File: src/source/freq_meter_pkg.sv
// frequency meter datapath widths and display limits
package freq_meter_pkg;

   // ======================================
   // period measurement
   // ======================================
   // unit counter width, saturates at 1023 units
   localparam int prd_width = 10;

   // ======================================
   // reciprocal division
   // ======================================
   // dividend and quotient share one width
   localparam int quo_width = 20;

   // ======================================
   // display conversion
   // ======================================
   // four decimal digits on the display
   localparam int bcd_digits = 4;

   // largest value the display can show
   localparam int bcd_max = 9999;

   // bits shifted by the converter, enough for bcd_max
   localparam int bin_width = 14;

endpackage

File: src/source/freq_ctrl_pkg.sv
// state encodings for the frequency meter sequencer and its stages
package freq_ctrl_pkg;

   // master sequencer, one state per pipeline stage
   typedef enum logic [1:0] {
      seq_idle    = 2'b00,
      seq_measure = 2'b01,
      seq_divide  = 2'b10,
      seq_convert = 2'b11
   } seq_state_t;

   // shared by divider and converter
   typedef enum logic [1:0] {
      iter_idle = 2'b00,
      iter_op   = 2'b01,
      iter_done = 2'b10
   } iter_state_t;

   // period stage
   typedef enum logic [1:0] {
      meas_idle      = 2'b00,
      meas_wait_edge = 2'b01,
      meas_count     = 2'b10
   } meas_state_t;

endpackage

File: src/source/period_measure.sv
// period measurement stage, counts time units between two rising edges of si
`timescale 1ns/10ps

module period_measure
   import freq_meter_pkg::*;
   import freq_ctrl_pkg::*;
#(
   parameter int clk_per_unit = 50000
)
(
   input  logic                 clk,
   input  logic                 reset,
   input  logic                 start,
   input  logic                 si,
   output logic                 done_tick,
   output logic [prd_width-1:0] prd
);

   localparam int presc_width = $clog2(clk_per_unit + 1);
   localparam logic [presc_width-1:0] presc_last = presc_width'(clk_per_unit - 1);
   localparam logic [prd_width-1:0] unit_max = '1;

   meas_state_t state_reg, state_next;
   logic [1:0] sync_reg;
   logic si_del_reg;
   logic edge_tick;
   logic [presc_width-1:0] presc_reg, presc_next;
   logic [prd_width-1:0] unit_reg, unit_next, unit_inc;
   logic [prd_width-1:0] prd_next;
   logic unit_tick;
   logic done_next;

   // ======================================
   // input synchronizer and edge detect
   // ======================================
   always_ff @(posedge clk, posedge reset)
      if (reset)
      begin
         sync_reg   <= 2'b00;
         si_del_reg <= 1'b0;
         state_reg  <= meas_idle;
         done_tick  <= 1'b0;
      end
      else
      begin
         sync_reg   <= {sync_reg[0], si};
         si_del_reg <= sync_reg[1];
         state_reg  <= state_next;
         done_tick  <= done_next;
      end

   assign edge_tick = sync_reg[1] & ~si_del_reg;

   // counters are cleared by the first edge before use
   always_ff @(posedge clk)
   begin
      presc_reg <= presc_next;
      unit_reg  <= unit_next;
      prd       <= prd_next;
   end

   // one unit elapses as the prescaler wraps
   assign unit_tick = (presc_reg == presc_last);
   assign unit_inc  = (unit_reg == unit_max) ? unit_reg : unit_reg + 1'b1;

   // ======================================
   // measurement control
   // ======================================
   always_comb
   begin
      state_next = state_reg;
      presc_next = presc_reg;
      unit_next  = unit_reg;
      prd_next   = prd;
      done_next  = 1'b0;
      case (state_reg)
         meas_idle:
            if (start)
               state_next = meas_wait_edge;
         meas_wait_edge:
            if (edge_tick)
            begin
               presc_next = '0;
               unit_next  = '0;
               state_next = meas_count;
            end
         meas_count:
         begin
            presc_next = unit_tick ? '0 : presc_reg + 1'b1;
            if (unit_tick)
               unit_next = unit_inc;
            // closing edge, include a unit finishing in this cycle
            if (edge_tick)
            begin
               prd_next   = unit_tick ? unit_inc : unit_reg;
               done_next  = 1'b1;
               state_next = meas_idle;
            end
         end
         default:
            state_next = meas_idle;
      endcase
   end

endmodule

File: src/source/reciprocal_divider.sv
// restoring divider, computes a fixed dividend over the measured period
`timescale 1ns/10ps

module reciprocal_divider
   import freq_meter_pkg::*;
   import freq_ctrl_pkg::*;
#(
   parameter int dividend_value = 1000000
)
(
   input  logic                 clk,
   input  logic                 reset,
   input  logic                 start,
   input  logic [prd_width-1:0] dvsr,
   output logic                 done_tick,
   output logic [quo_width-1:0] quo
);

   localparam int cnt_width = $clog2(quo_width + 1);
   localparam logic [quo_width-1:0] dividend = quo_width'(dividend_value);

   iter_state_t state_reg, state_next;
   logic [cnt_width-1:0] n_reg, n_next;
   logic [prd_width-1:0] dvsr_reg, dvsr_next;
   logic [prd_width-1:0] rem_reg, rem_next;
   logic [quo_width-1:0] quo_next;
   logic [prd_width:0] rem_shift, rem_diff;
   logic q_bit;

   always_ff @(posedge clk, posedge reset)
      if (reset)
      begin
         state_reg <= iter_idle;
         n_reg     <= '0;
      end
      else
      begin
         state_reg <= state_next;
         n_reg     <= n_next;
      end

   always_ff @(posedge clk)
   begin
      dvsr_reg <= dvsr_next;
      rem_reg  <= rem_next;
      quo      <= quo_next;
   end

   // ======================================
   // one subtract-and-shift step
   // ======================================
   // dividend bits enter the remainder from the top of quo
   assign rem_shift = {rem_reg, quo[quo_width-1]};
   assign rem_diff  = rem_shift - {1'b0, dvsr_reg};
   // a zero divisor always passes, giving all ones
   assign q_bit     = (rem_shift >= {1'b0, dvsr_reg});

   always_comb
   begin
      state_next = state_reg;
      n_next     = n_reg;
      dvsr_next  = dvsr_reg;
      rem_next   = rem_reg;
      quo_next   = quo;
      case (state_reg)
         iter_idle:
            if (start)
            begin
               dvsr_next  = dvsr;
               rem_next   = '0;
               quo_next   = dividend;
               n_next     = cnt_width'(quo_width);
               state_next = iter_op;
            end
         iter_op:
         begin
            rem_next = q_bit ? rem_diff[prd_width-1:0] : rem_shift[prd_width-1:0];
            quo_next = {quo[quo_width-2:0], q_bit};
            n_next   = n_reg - 1'b1;
            if (n_reg == cnt_width'(1))
               state_next = iter_done;
         end
         iter_done:
            state_next = iter_idle;
         default:
            state_next = iter_idle;
      endcase
   end

   // quo_width + 1 cycles after start
   assign done_tick = (state_reg == iter_done);

endmodule

File: src/source/bcd_saturating_converter.sv
// shift-and-add-3 binary to bcd converter that saturates at the display limit
`timescale 1ns/10ps

module bcd_saturating_converter
   import freq_meter_pkg::*;
   import freq_ctrl_pkg::*;
(
   input  logic                 clk,
   input  logic                 reset,
   input  logic                 start,
   input  logic [quo_width-1:0] bin,
   output logic                 done_tick,
   output logic                 overflow,
   output logic [3:0]           bcd3,
   output logic [3:0]           bcd2,
   output logic [3:0]           bcd1,
   output logic [3:0]           bcd0
);

   localparam int cnt_width = $clog2(bin_width + 1);
   localparam int bcd_width = 4 * bcd_digits;

   iter_state_t state_reg, state_next;
   logic [cnt_width-1:0] n_reg, n_next;
   logic [bin_width-1:0] bin_reg, bin_next;
   logic [bcd_width-1:0] bcd_reg, bcd_next, bcd_adj, bcd_shift;
   logic [bcd_width-1:0] digits_reg, digits_next;
   logic sat_reg, sat_next;
   logic overflow_next;

   always_ff @(posedge clk, posedge reset)
      if (reset)
      begin
         state_reg  <= iter_idle;
         n_reg      <= '0;
         digits_reg <= '0;
         overflow   <= 1'b0;
      end
      else
      begin
         state_reg  <= state_next;
         n_reg      <= n_next;
         digits_reg <= digits_next;
         overflow   <= overflow_next;
      end

   always_ff @(posedge clk)
   begin
      bin_reg <= bin_next;
      bcd_reg <= bcd_next;
      sat_reg <= sat_next;
   end

   // ======================================
   // add 3 to each digit above 4, then shift
   // ======================================
   always_comb
   begin
      for (int i = 0; i < bcd_digits; i++)
         bcd_adj[4*i +: 4] = (bcd_reg[4*i +: 4] > 4'd4) ?
                             bcd_reg[4*i +: 4] + 4'd3 : bcd_reg[4*i +: 4];
   end

   assign bcd_shift = {bcd_adj[bcd_width-2:0], bin_reg[bin_width-1]};

   always_comb
   begin
      state_next    = state_reg;
      n_next        = n_reg;
      bin_next      = bin_reg;
      bcd_next      = bcd_reg;
      sat_next      = sat_reg;
      digits_next   = digits_reg;
      overflow_next = overflow;
      case (state_reg)
         iter_idle:
            if (start)
            begin
               // out of range, show the limit instead
               sat_next   = (bin > quo_width'(bcd_max));
               bin_next   = sat_next ? bin_width'(bcd_max) : bin[bin_width-1:0];
               bcd_next   = '0;
               n_next     = cnt_width'(bin_width);
               state_next = iter_op;
            end
         iter_op:
         begin
            bcd_next = bcd_shift;
            bin_next = {bin_reg[bin_width-2:0], 1'b0};
            n_next   = n_reg - 1'b1;
            // last step, digits and flag change together
            if (n_reg == cnt_width'(1))
            begin
               digits_next   = bcd_shift;
               overflow_next = sat_reg;
               state_next    = iter_done;
            end
         end
         iter_done:
            state_next = iter_idle;
         default:
            state_next = iter_idle;
      endcase
   end

   assign done_tick = (state_reg == iter_done);

   assign bcd3 = digits_reg[15:12];
   assign bcd2 = digits_reg[11:8];
   assign bcd1 = digits_reg[7:4];
   assign bcd0 = digits_reg[3:0];

endmodule

File: src/source/freq_meter_sequencer.sv
// master fsm that chains period measurement, division and bcd conversion
`timescale 1ns/10ps

module freq_meter_sequencer
   import freq_ctrl_pkg::*;
(
   input  logic clk,
   input  logic reset,
   input  logic start,
   input  logic prd_done_tick,
   input  logic div_done_tick,
   input  logic cvt_done_tick,
   output logic prd_start,
   output logic div_start,
   output logic cvt_start,
   output logic ready,
   output logic done_tick
);

   seq_state_t state_reg, state_next;

   always_ff @(posedge clk, posedge reset)
      if (reset)
         state_reg <= seq_idle;
      else
         state_reg <= state_next;

   // ======================================
   // next state and stage strobes
   // ======================================
   // each start leaves in the cycle of the previous done tick
   always_comb
   begin
      state_next = state_reg;
      prd_start  = 1'b0;
      div_start  = 1'b0;
      cvt_start  = 1'b0;
      done_tick  = 1'b0;
      case (state_reg)
         seq_idle:
            if (start)
            begin
               prd_start  = 1'b1;
               state_next = seq_measure;
            end
         seq_measure:
            if (prd_done_tick)
            begin
               div_start  = 1'b1;
               state_next = seq_divide;
            end
         seq_divide:
            if (div_done_tick)
            begin
               cvt_start  = 1'b1;
               state_next = seq_convert;
            end
         seq_convert:
            if (cvt_done_tick)
            begin
               done_tick  = 1'b1;
               state_next = seq_idle;
            end
         default:
            state_next = seq_idle;
      endcase
   end

   // new measurements only from idle
   assign ready = (state_reg == seq_idle);

endmodule

File: src/source/freq_meter_top.sv
// low frequency reciprocal counter, period to frequency in four bcd digits
`timescale 1ns/10ps

module freq_meter_top
   import freq_meter_pkg::*;
#(
   parameter int clk_per_unit   = 50000,
   parameter int dividend_value = 1000000
)
(
   input  logic       clk,
   input  logic       reset,
   input  logic       start,
   input  logic       si,
   output logic       ready,
   output logic       done_tick,
   output logic       overflow,
   output logic [3:0] bcd3,
   output logic [3:0] bcd2,
   output logic [3:0] bcd1,
   output logic [3:0] bcd0
);

   logic prd_start, div_start, cvt_start;
   logic prd_done_tick, div_done_tick, cvt_done_tick;
   logic [prd_width-1:0] prd;
   logic [quo_width-1:0] quo;

   // ======================================
   // pipeline stages
   // ======================================
   period_measure #(.clk_per_unit(clk_per_unit)) prd_unit
      (.clk(clk), .reset(reset), .start(prd_start), .si(si),
       .done_tick(prd_done_tick), .prd(prd));

   reciprocal_divider #(.dividend_value(dividend_value)) div_unit
      (.clk(clk), .reset(reset), .start(div_start), .dvsr(prd),
       .done_tick(div_done_tick), .quo(quo));

   bcd_saturating_converter cvt_unit
      (.clk(clk), .reset(reset), .start(cvt_start), .bin(quo),
       .done_tick(cvt_done_tick), .overflow(overflow),
       .bcd3(bcd3), .bcd2(bcd2), .bcd1(bcd1), .bcd0(bcd0));

   // master fsm
   freq_meter_sequencer seq_unit
      (.clk(clk), .reset(reset), .start(start),
       .prd_done_tick(prd_done_tick), .div_done_tick(div_done_tick),
       .cvt_done_tick(cvt_done_tick), .prd_start(prd_start),
       .div_start(div_start), .cvt_start(cvt_start),
       .ready(ready), .done_tick(done_tick));

endmodule

File: config.mk
export PLATFORM = sky130hd
export DESIGN_NAME = freq_meter_top
export DESIGN_NICKNAME = d
export VERILOG_FILES = /design/src/source/freq_meter_pkg.sv /design/src/source/freq_ctrl_pkg.sv /design/src/source/period_measure.sv /design/src/source/reciprocal_divider.sv /design/src/source/bcd_saturating_converter.sv /design/src/source/freq_meter_sequencer.sv /design/src/source/freq_meter_top.sv
export SDC_FILE = /design/constraint.sdc
export NUM_CORES = 1
export LEC_CHECK = 0
export ABC_AREA = 1
export BUFFER_PORTS_ARGS = -buffer_cell sky130_fd_sc_hd__buf_2
export CORE_AREA = 2 2 140 142
export CTS_CLUSTER_DIAMETER = 200
export DETAILED_ROUTE_END_ITERATION = 10
export DIE_AREA = 0 0 142 144
export GPL_TIMING_DRIVEN = 0
export PLACE_DENSITY = 0.67
export SLEW_MARGIN = 10
export SYNTH_ARGS = -nofsm -noshare
export SYNTH_HDL_FRONTEND = slang
export SYNTH_SLANG_ARGS = --single-unit
File: constraint.sdc
create_clock -name clk -period 3.2 [get_ports clk]
set_clock_uncertainty 0.05 [all_clocks]
set_input_delay 0.64 -clock clk [delete_from_list [all_inputs] [get_ports clk]]
set_output_delay 0.64 -clock clk [all_outputs]
set_load 0.005 [all_outputs]
# Word-level counts from Yosys, hierarchy flattened
# Cells that the tools add are included.
[word_totals]
register_bits = 145
out_inout_bits = 19
elab_cells = 129
[op_classes]
n_addsub = 9
order_cmp = 6
eq_ne = 24
mux = 50
bitwise = 2
reduce_logical = 18
[op_table]
columns = ["operator", "count"]
rows = [
  ["one-hot mux 16 bit (2 select lines)", 2],
  ["2-to-1 mux 10 bit", 5],
  ["2-to-1 mux 16 bit", 3],
  ["one-hot mux 10 bit (2 select lines)", 2],
  ["one-hot mux 20 bit (2 select lines)", 1],
  ["2-to-1 mux 14 bit", 2],
  ["one-hot mux 14 bit (2 select lines)", 1],
  ["2-to-1 mux 2 bit", 11],
  ["> comparator 20 x 14 -> 1 bit, second input constant", 1],
  ["2-to-1 mux 20 bit", 1],
  ["AND reduction 2 bit", 9],
  ["adder 16 x 1 -> 16 bit, second input constant", 1],
  ["== test 16 bit, second input constant", 1],
  ["> comparator 4 x 3 -> 1 bit, second input constant", 4],
  ["2-to-1 mux 4 bit", 4],
  ["inequality test 2 bit, second input constant", 7],
  ["adder 4 x 2 -> 4 bit, second input constant", 3],
  [">= comparator 11 x 10 -> 1 bit", 1],
  ["adder 10 x 1 -> 10 bit, second input constant", 1],
  ["== test 10 bit, second input constant", 1],
  ["== test 2 bit, second input constant", 5],
  ["2-to-1 mux 1 bit", 10],
  ["one-hot mux 5 bit (2 select lines)", 1],
  ["subtractor 10 bit", 1],
  ["19 further kinds", 31],
]

# Longest topological paths before layout
[depth]
word_depth = 5
ltp_mapped = 12
depth_no_buf = 12

# Modules after synthesis
# From an unflattened synthesis, not the netlist that was laid out.
[hier_totals]
hier_cells = 842
area_unflattened_um2 = 7674.9
[by_module_without_submodules]
columns = ["mod", "n_inst", "cells_each", "area_per_inst_um2", "seq_area_each_um2"]
rows = [
  ["bcd_saturating_converter", 1, 297, 2686.3, 1506.4],
  ["reciprocal_divider", 1, 266, 2516.2, 1376.3],
  ["period_measure", 1, 243, 2218.4, 1231.2],
  ["freq_meter_sequencer", 1, 36, 254.0, 50.0],
]

# Worst setup path before layout
# OpenSTA, ideal clock, no wires.
[synth_path]
path_type = "reg-to-reg"
start = "register seq_unit.state_reg[1]"
end = "register div_unit.n_reg[4]"
arrival_ps = 1991
t_required_ps = 3067
path_slack_ps = 1077
stages_incl_launch_ff = 9
path_buffers = 0
period_less_slack_ps = 2123
cell_sequence = "dfrtp_1 inv_1 ha_1 nand4_1 nand2_1 nand3_1 nor2_1 a21oi_1 o21ai_0"
[synth_between]
elab_chain_cells = 4
[synth_rtl]
columns = ["item", "line_no", "source"]
rows = [
  ["start, declared", "freq_meter_sequencer.sv:20", "seq_state_t state_reg, state_next;"],
  ["start signal, assigned", "freq_meter_sequencer.sv:24", "state_reg <= seq_idle;"],
  ["start signal, assigned", "freq_meter_sequencer.sv:26", "state_reg <= state_next;"],
  ["== test 2 x 1 -> 1 bit", "freq_meter_sequencer.sv:39", "case (state_reg)"],
  ["2-to-1 mux 1 bit", "freq_meter_sequencer.sv:39", ""],
  ["inequality test 2 bit (no source line)", "--", ""],
  ["AND reduction 2 bit (no source line)", "--", ""],
  ["end signal, assigned", "reciprocal_divider.sv:39", "n_reg <= n_next;"],
  ["end, declared", "reciprocal_divider.sv:23", "logic [cnt_width-1:0] n_reg, n_next;"],
]
# No other way between the ends.
# A chain may end at the register's enable or synchronous reset.

# Worst setup path in the final report
[layout_path]
start = "register prd_unit.state_reg[0]"
end = "register prd_unit.presc_reg[12] (enable)"
[layout_between]
elab_chain_cells = 3
elab_cells_between_ends = 5
cone_classes = "3 x eq/ne; 2 x reduce/logical"
[layout_rtl]
columns = ["item", "line_no", "source"]
rows = [
  ["start, declared", "period_measure.sv:23", "meas_state_t state_reg, state_next;"],
  ["start signal, assigned", "period_measure.sv:41", "state_reg <= meas_idle;"],
  ["start signal, assigned", "period_measure.sv:48", "state_reg <= state_next;"],
  ["== test 2 x 1 -> 1 bit / == test 2 bit (equally long branches)", "period_measure.sv:76", "case (state_reg)"],
  ["inequality test 2 x 1 -> 1 bit (no source line) / nonzero test 2 bit (equally long branches)", "--", ""],
  ["AND reduction 2 bit (no source line) (*)", "--", ""],
  ["end signal, assigned", "period_measure.sv:57", "presc_reg <= presc_next;"],
  ["end, declared", "period_measure.sv:27", "logic [presc_width-1:0] presc_reg, presc_next;"],
]
# Mark *: on every way between the ends. The rest lies on a longest branch, timed or not.

==> run metrics <==
Via density=4.70; Setup crit end kind=flop; Ports=23; Synth area leader=edfxtp_1; first-pass GRT wire length=21900 µm; DP Cell Count=1053; Final setup viols=0; CTS resizes=0; Die Wd=142 µm; Reg2Reg Depth=4; #FFs+latches synth=145; fin crit share=77.5%; Biggest register=div_unit.quo; initial core utilization=38.9%; Rel. slew slack=21.2%; final setup TNS=0 ps; FFs w/ async S/R, synth=26.2%; Synth top area share=43.3%; Post-synth EDFFs=107; # rows=51; LEAKAGE=0.00391 µW; die height=144 µm; GRT Util Overall=13.4%; Clock Latency Late Sink=420 ps; worst hold path class=in2async; status=finished, final reports clean; residual overflow from global routing=0; IO buf count=22; total clock sinks=145; pin count of the biggest net entering global routing=35; Initial DRC Count=342; Die Area=0.0204 mm²; Slew Limit Fails=0; r2r setup slk=720 ps; synth top area cells=edfxtp_1 43%, dfrtp_1 13%, nand2_1 9.0%; RSZ-0062 raised after global routing=no; share of layout cells above drive strength 1=12.5%; Yosys warnings=0; WL/cell=12.0 µm; maximum VDD drop=0.369 mV; max cap viols=0; synth-to-layout area growth=13.6%; worst r2r src=prd_unit.state_reg[0]; final cell count without fillers=1085; Fmax achieved=403 MHz; Synth Net Count=825; Seq/Total Area, Yosys=56.1%; top post-synthesis cells by count=178 x nand2_1, 118 x inv_1, 107 x edfxtp_1; Final GP Congestion=0.819; CTS tree=yes; arrival time of the worst setup path=2320 ps; Nets=867; Routed Antenna Nets=0; Fillers=1773; predominant post-synthesis flop cell=edfxtp_1; routed wire length=13000 µm; hold buffers post-CTS=0; drt first pass iters=5; synthesized area=0.00742 mm²; post-synth cell types=42; clock root buffer=clkbuf_16; most common cell in the synthesized netlist=nand2_1; initial antenna violation count=0; Setup Buffers After CTS=0; worst r2r dst=prd_unit.presc_reg[12]; Core Region=0.0191 mm²; PwrDens=466 mW/mm²; final hold vios=0; worst slew pin tran=1180 ps; H-tree Lvls=4; Inserted Clock Buffers=17; CTS max path bufs=2; Largest register FFs=20; # DRC=0; CP Launch Type=flop; critical path class=reg2reg; DR vias=5104; CP required=3040 ps; fin crit period=2480 ps; ANT cells=0; Synth Instances=792; post-DP HPWL=9050 µm; mean post-synth cell area=9.37 µm²; vias in the first global route=4710; Reg clk slew, reported paths=60 ps; critical-path maximum fanout=26
metal layers:
metal  share of wire, %  up-vias  global-route usage (%)
li1                   -     2669                       -
met1                 50     2352                    18.6
met2                 46       71                    20.7
met3                2.7       12                    2.58
met4                1.3        0                    5.37
met5                  0        -                       0
area by class of cell:
type	count	area (µm²)	share of cell area, %
buffer	14	78.8	0.935
clock buffer	22	474	5.63
clock inverter	10	98.8	1.17
inverter	125	482	5.72
multi-input combinational	508	2700	32.1
sequential	145	4160	49.4
tap	238	298	3.53
timing repair buffer	23	130	1.54
how the worst max path moves through the flow:
stage	startpoint	end	cells after the start	slack, ps
5_1_grt	prd_unit.state_reg[0]	prd_unit.presc_reg[7]	4	530
2_1_floorplan	seq_unit.state_reg[1]	div_unit.n_reg[4]	8	1080
3_3_place_gp	seq_unit.state_reg[1]	div_unit.n_reg[4]	8	550
6_report	prd_unit.state_reg[0]	prd_unit.presc_reg[12]	4	720
4_1_cts	prd_unit.state_reg[0]	prd_unit.presc_reg[15]	4	710
3_5_place_dp	prd_unit.state_reg[0]	prd_unit.presc_reg[3]	4	740
layout by cell type (no fill, tap or decap), types with 2 or more instances in the layout:
cell,count
a21oi_2,3
o22ai_1,2
nor2_1,100
inv_2,6
clkinv_4,3
nand3b_1,3
ha_1,28
dfrtp_1,38
nand2_2,10
o21ai_1,11
xnor2_1,3
or2_2,11
o211ai_1,3
inv_1,117
clkbuf_8,3
edfxtp_1,107
nor3_4,2
nand4_1,11
buf_2,25
a21oi_1,22
nand2_1,176
clkbuf_16,17
nor2_2,2
clkinvlp_4,2
nand3_1,39
inv_6,3
clkbuf_1,10
o21ai_0,35
o21bai_1,2
xor2_1,16
buf_6,3
nand3_2,2
nand3_4,2
nor3b_1,3
nor2_4,3
clkinv_2,2
nor3_1,9
per-stage QoR:
stage | utilization (%) | worst slack (ps) | area, µm² | hold slack (ps) | total power [µW]
2_1_floorplan | - | 1080 | 7420 | 281 | 2050
3_3_place_gp | 41.0 | 553 | 7830 | 285 | 2050
3_5_place_dp | 41.2 | 738 | 7850 | 292 | 2060
4_1_cts | 44.2 | 707 | 8430 | 24.3 | 3970
5_1_grt | 44.2 | 534 | 8430 | 29.5 | 4040
6_report | 44.2 | 721 | 8430 | 37.9 | 3930
worst max-delay path: stages (launching register included):
cell	delay, ps
dfrtp_1	380
inv_1	100
nand2_1	140
clkbuf_1	450
nand2_1	830
kinds of logic after synthesis:
| logic type | count (synthesis) | share of synthesized area [%] |
|---|---|---|
| AND/OR/NAND/NOR | 379 | 23.1 |
| XOR/XNOR | 19 | 2.24 |
| adder cells (fa/ha/maj) | 29 | 4.99 |
| flip-flops | 145 | 56.1 |
| buffers and inverters | 139 | 7.56 |
| AO/OA/AOI/OAI | 81 | 5.94 |
report_power, final:
group	switching, µW	leakage, µW	internal [µW]
registers	0.863	0.00128	2000
logic	11.7	0.00235	4.24
clock network	774	0.000278	1140
Note: power is estimated with default switching activity, not from simulation.
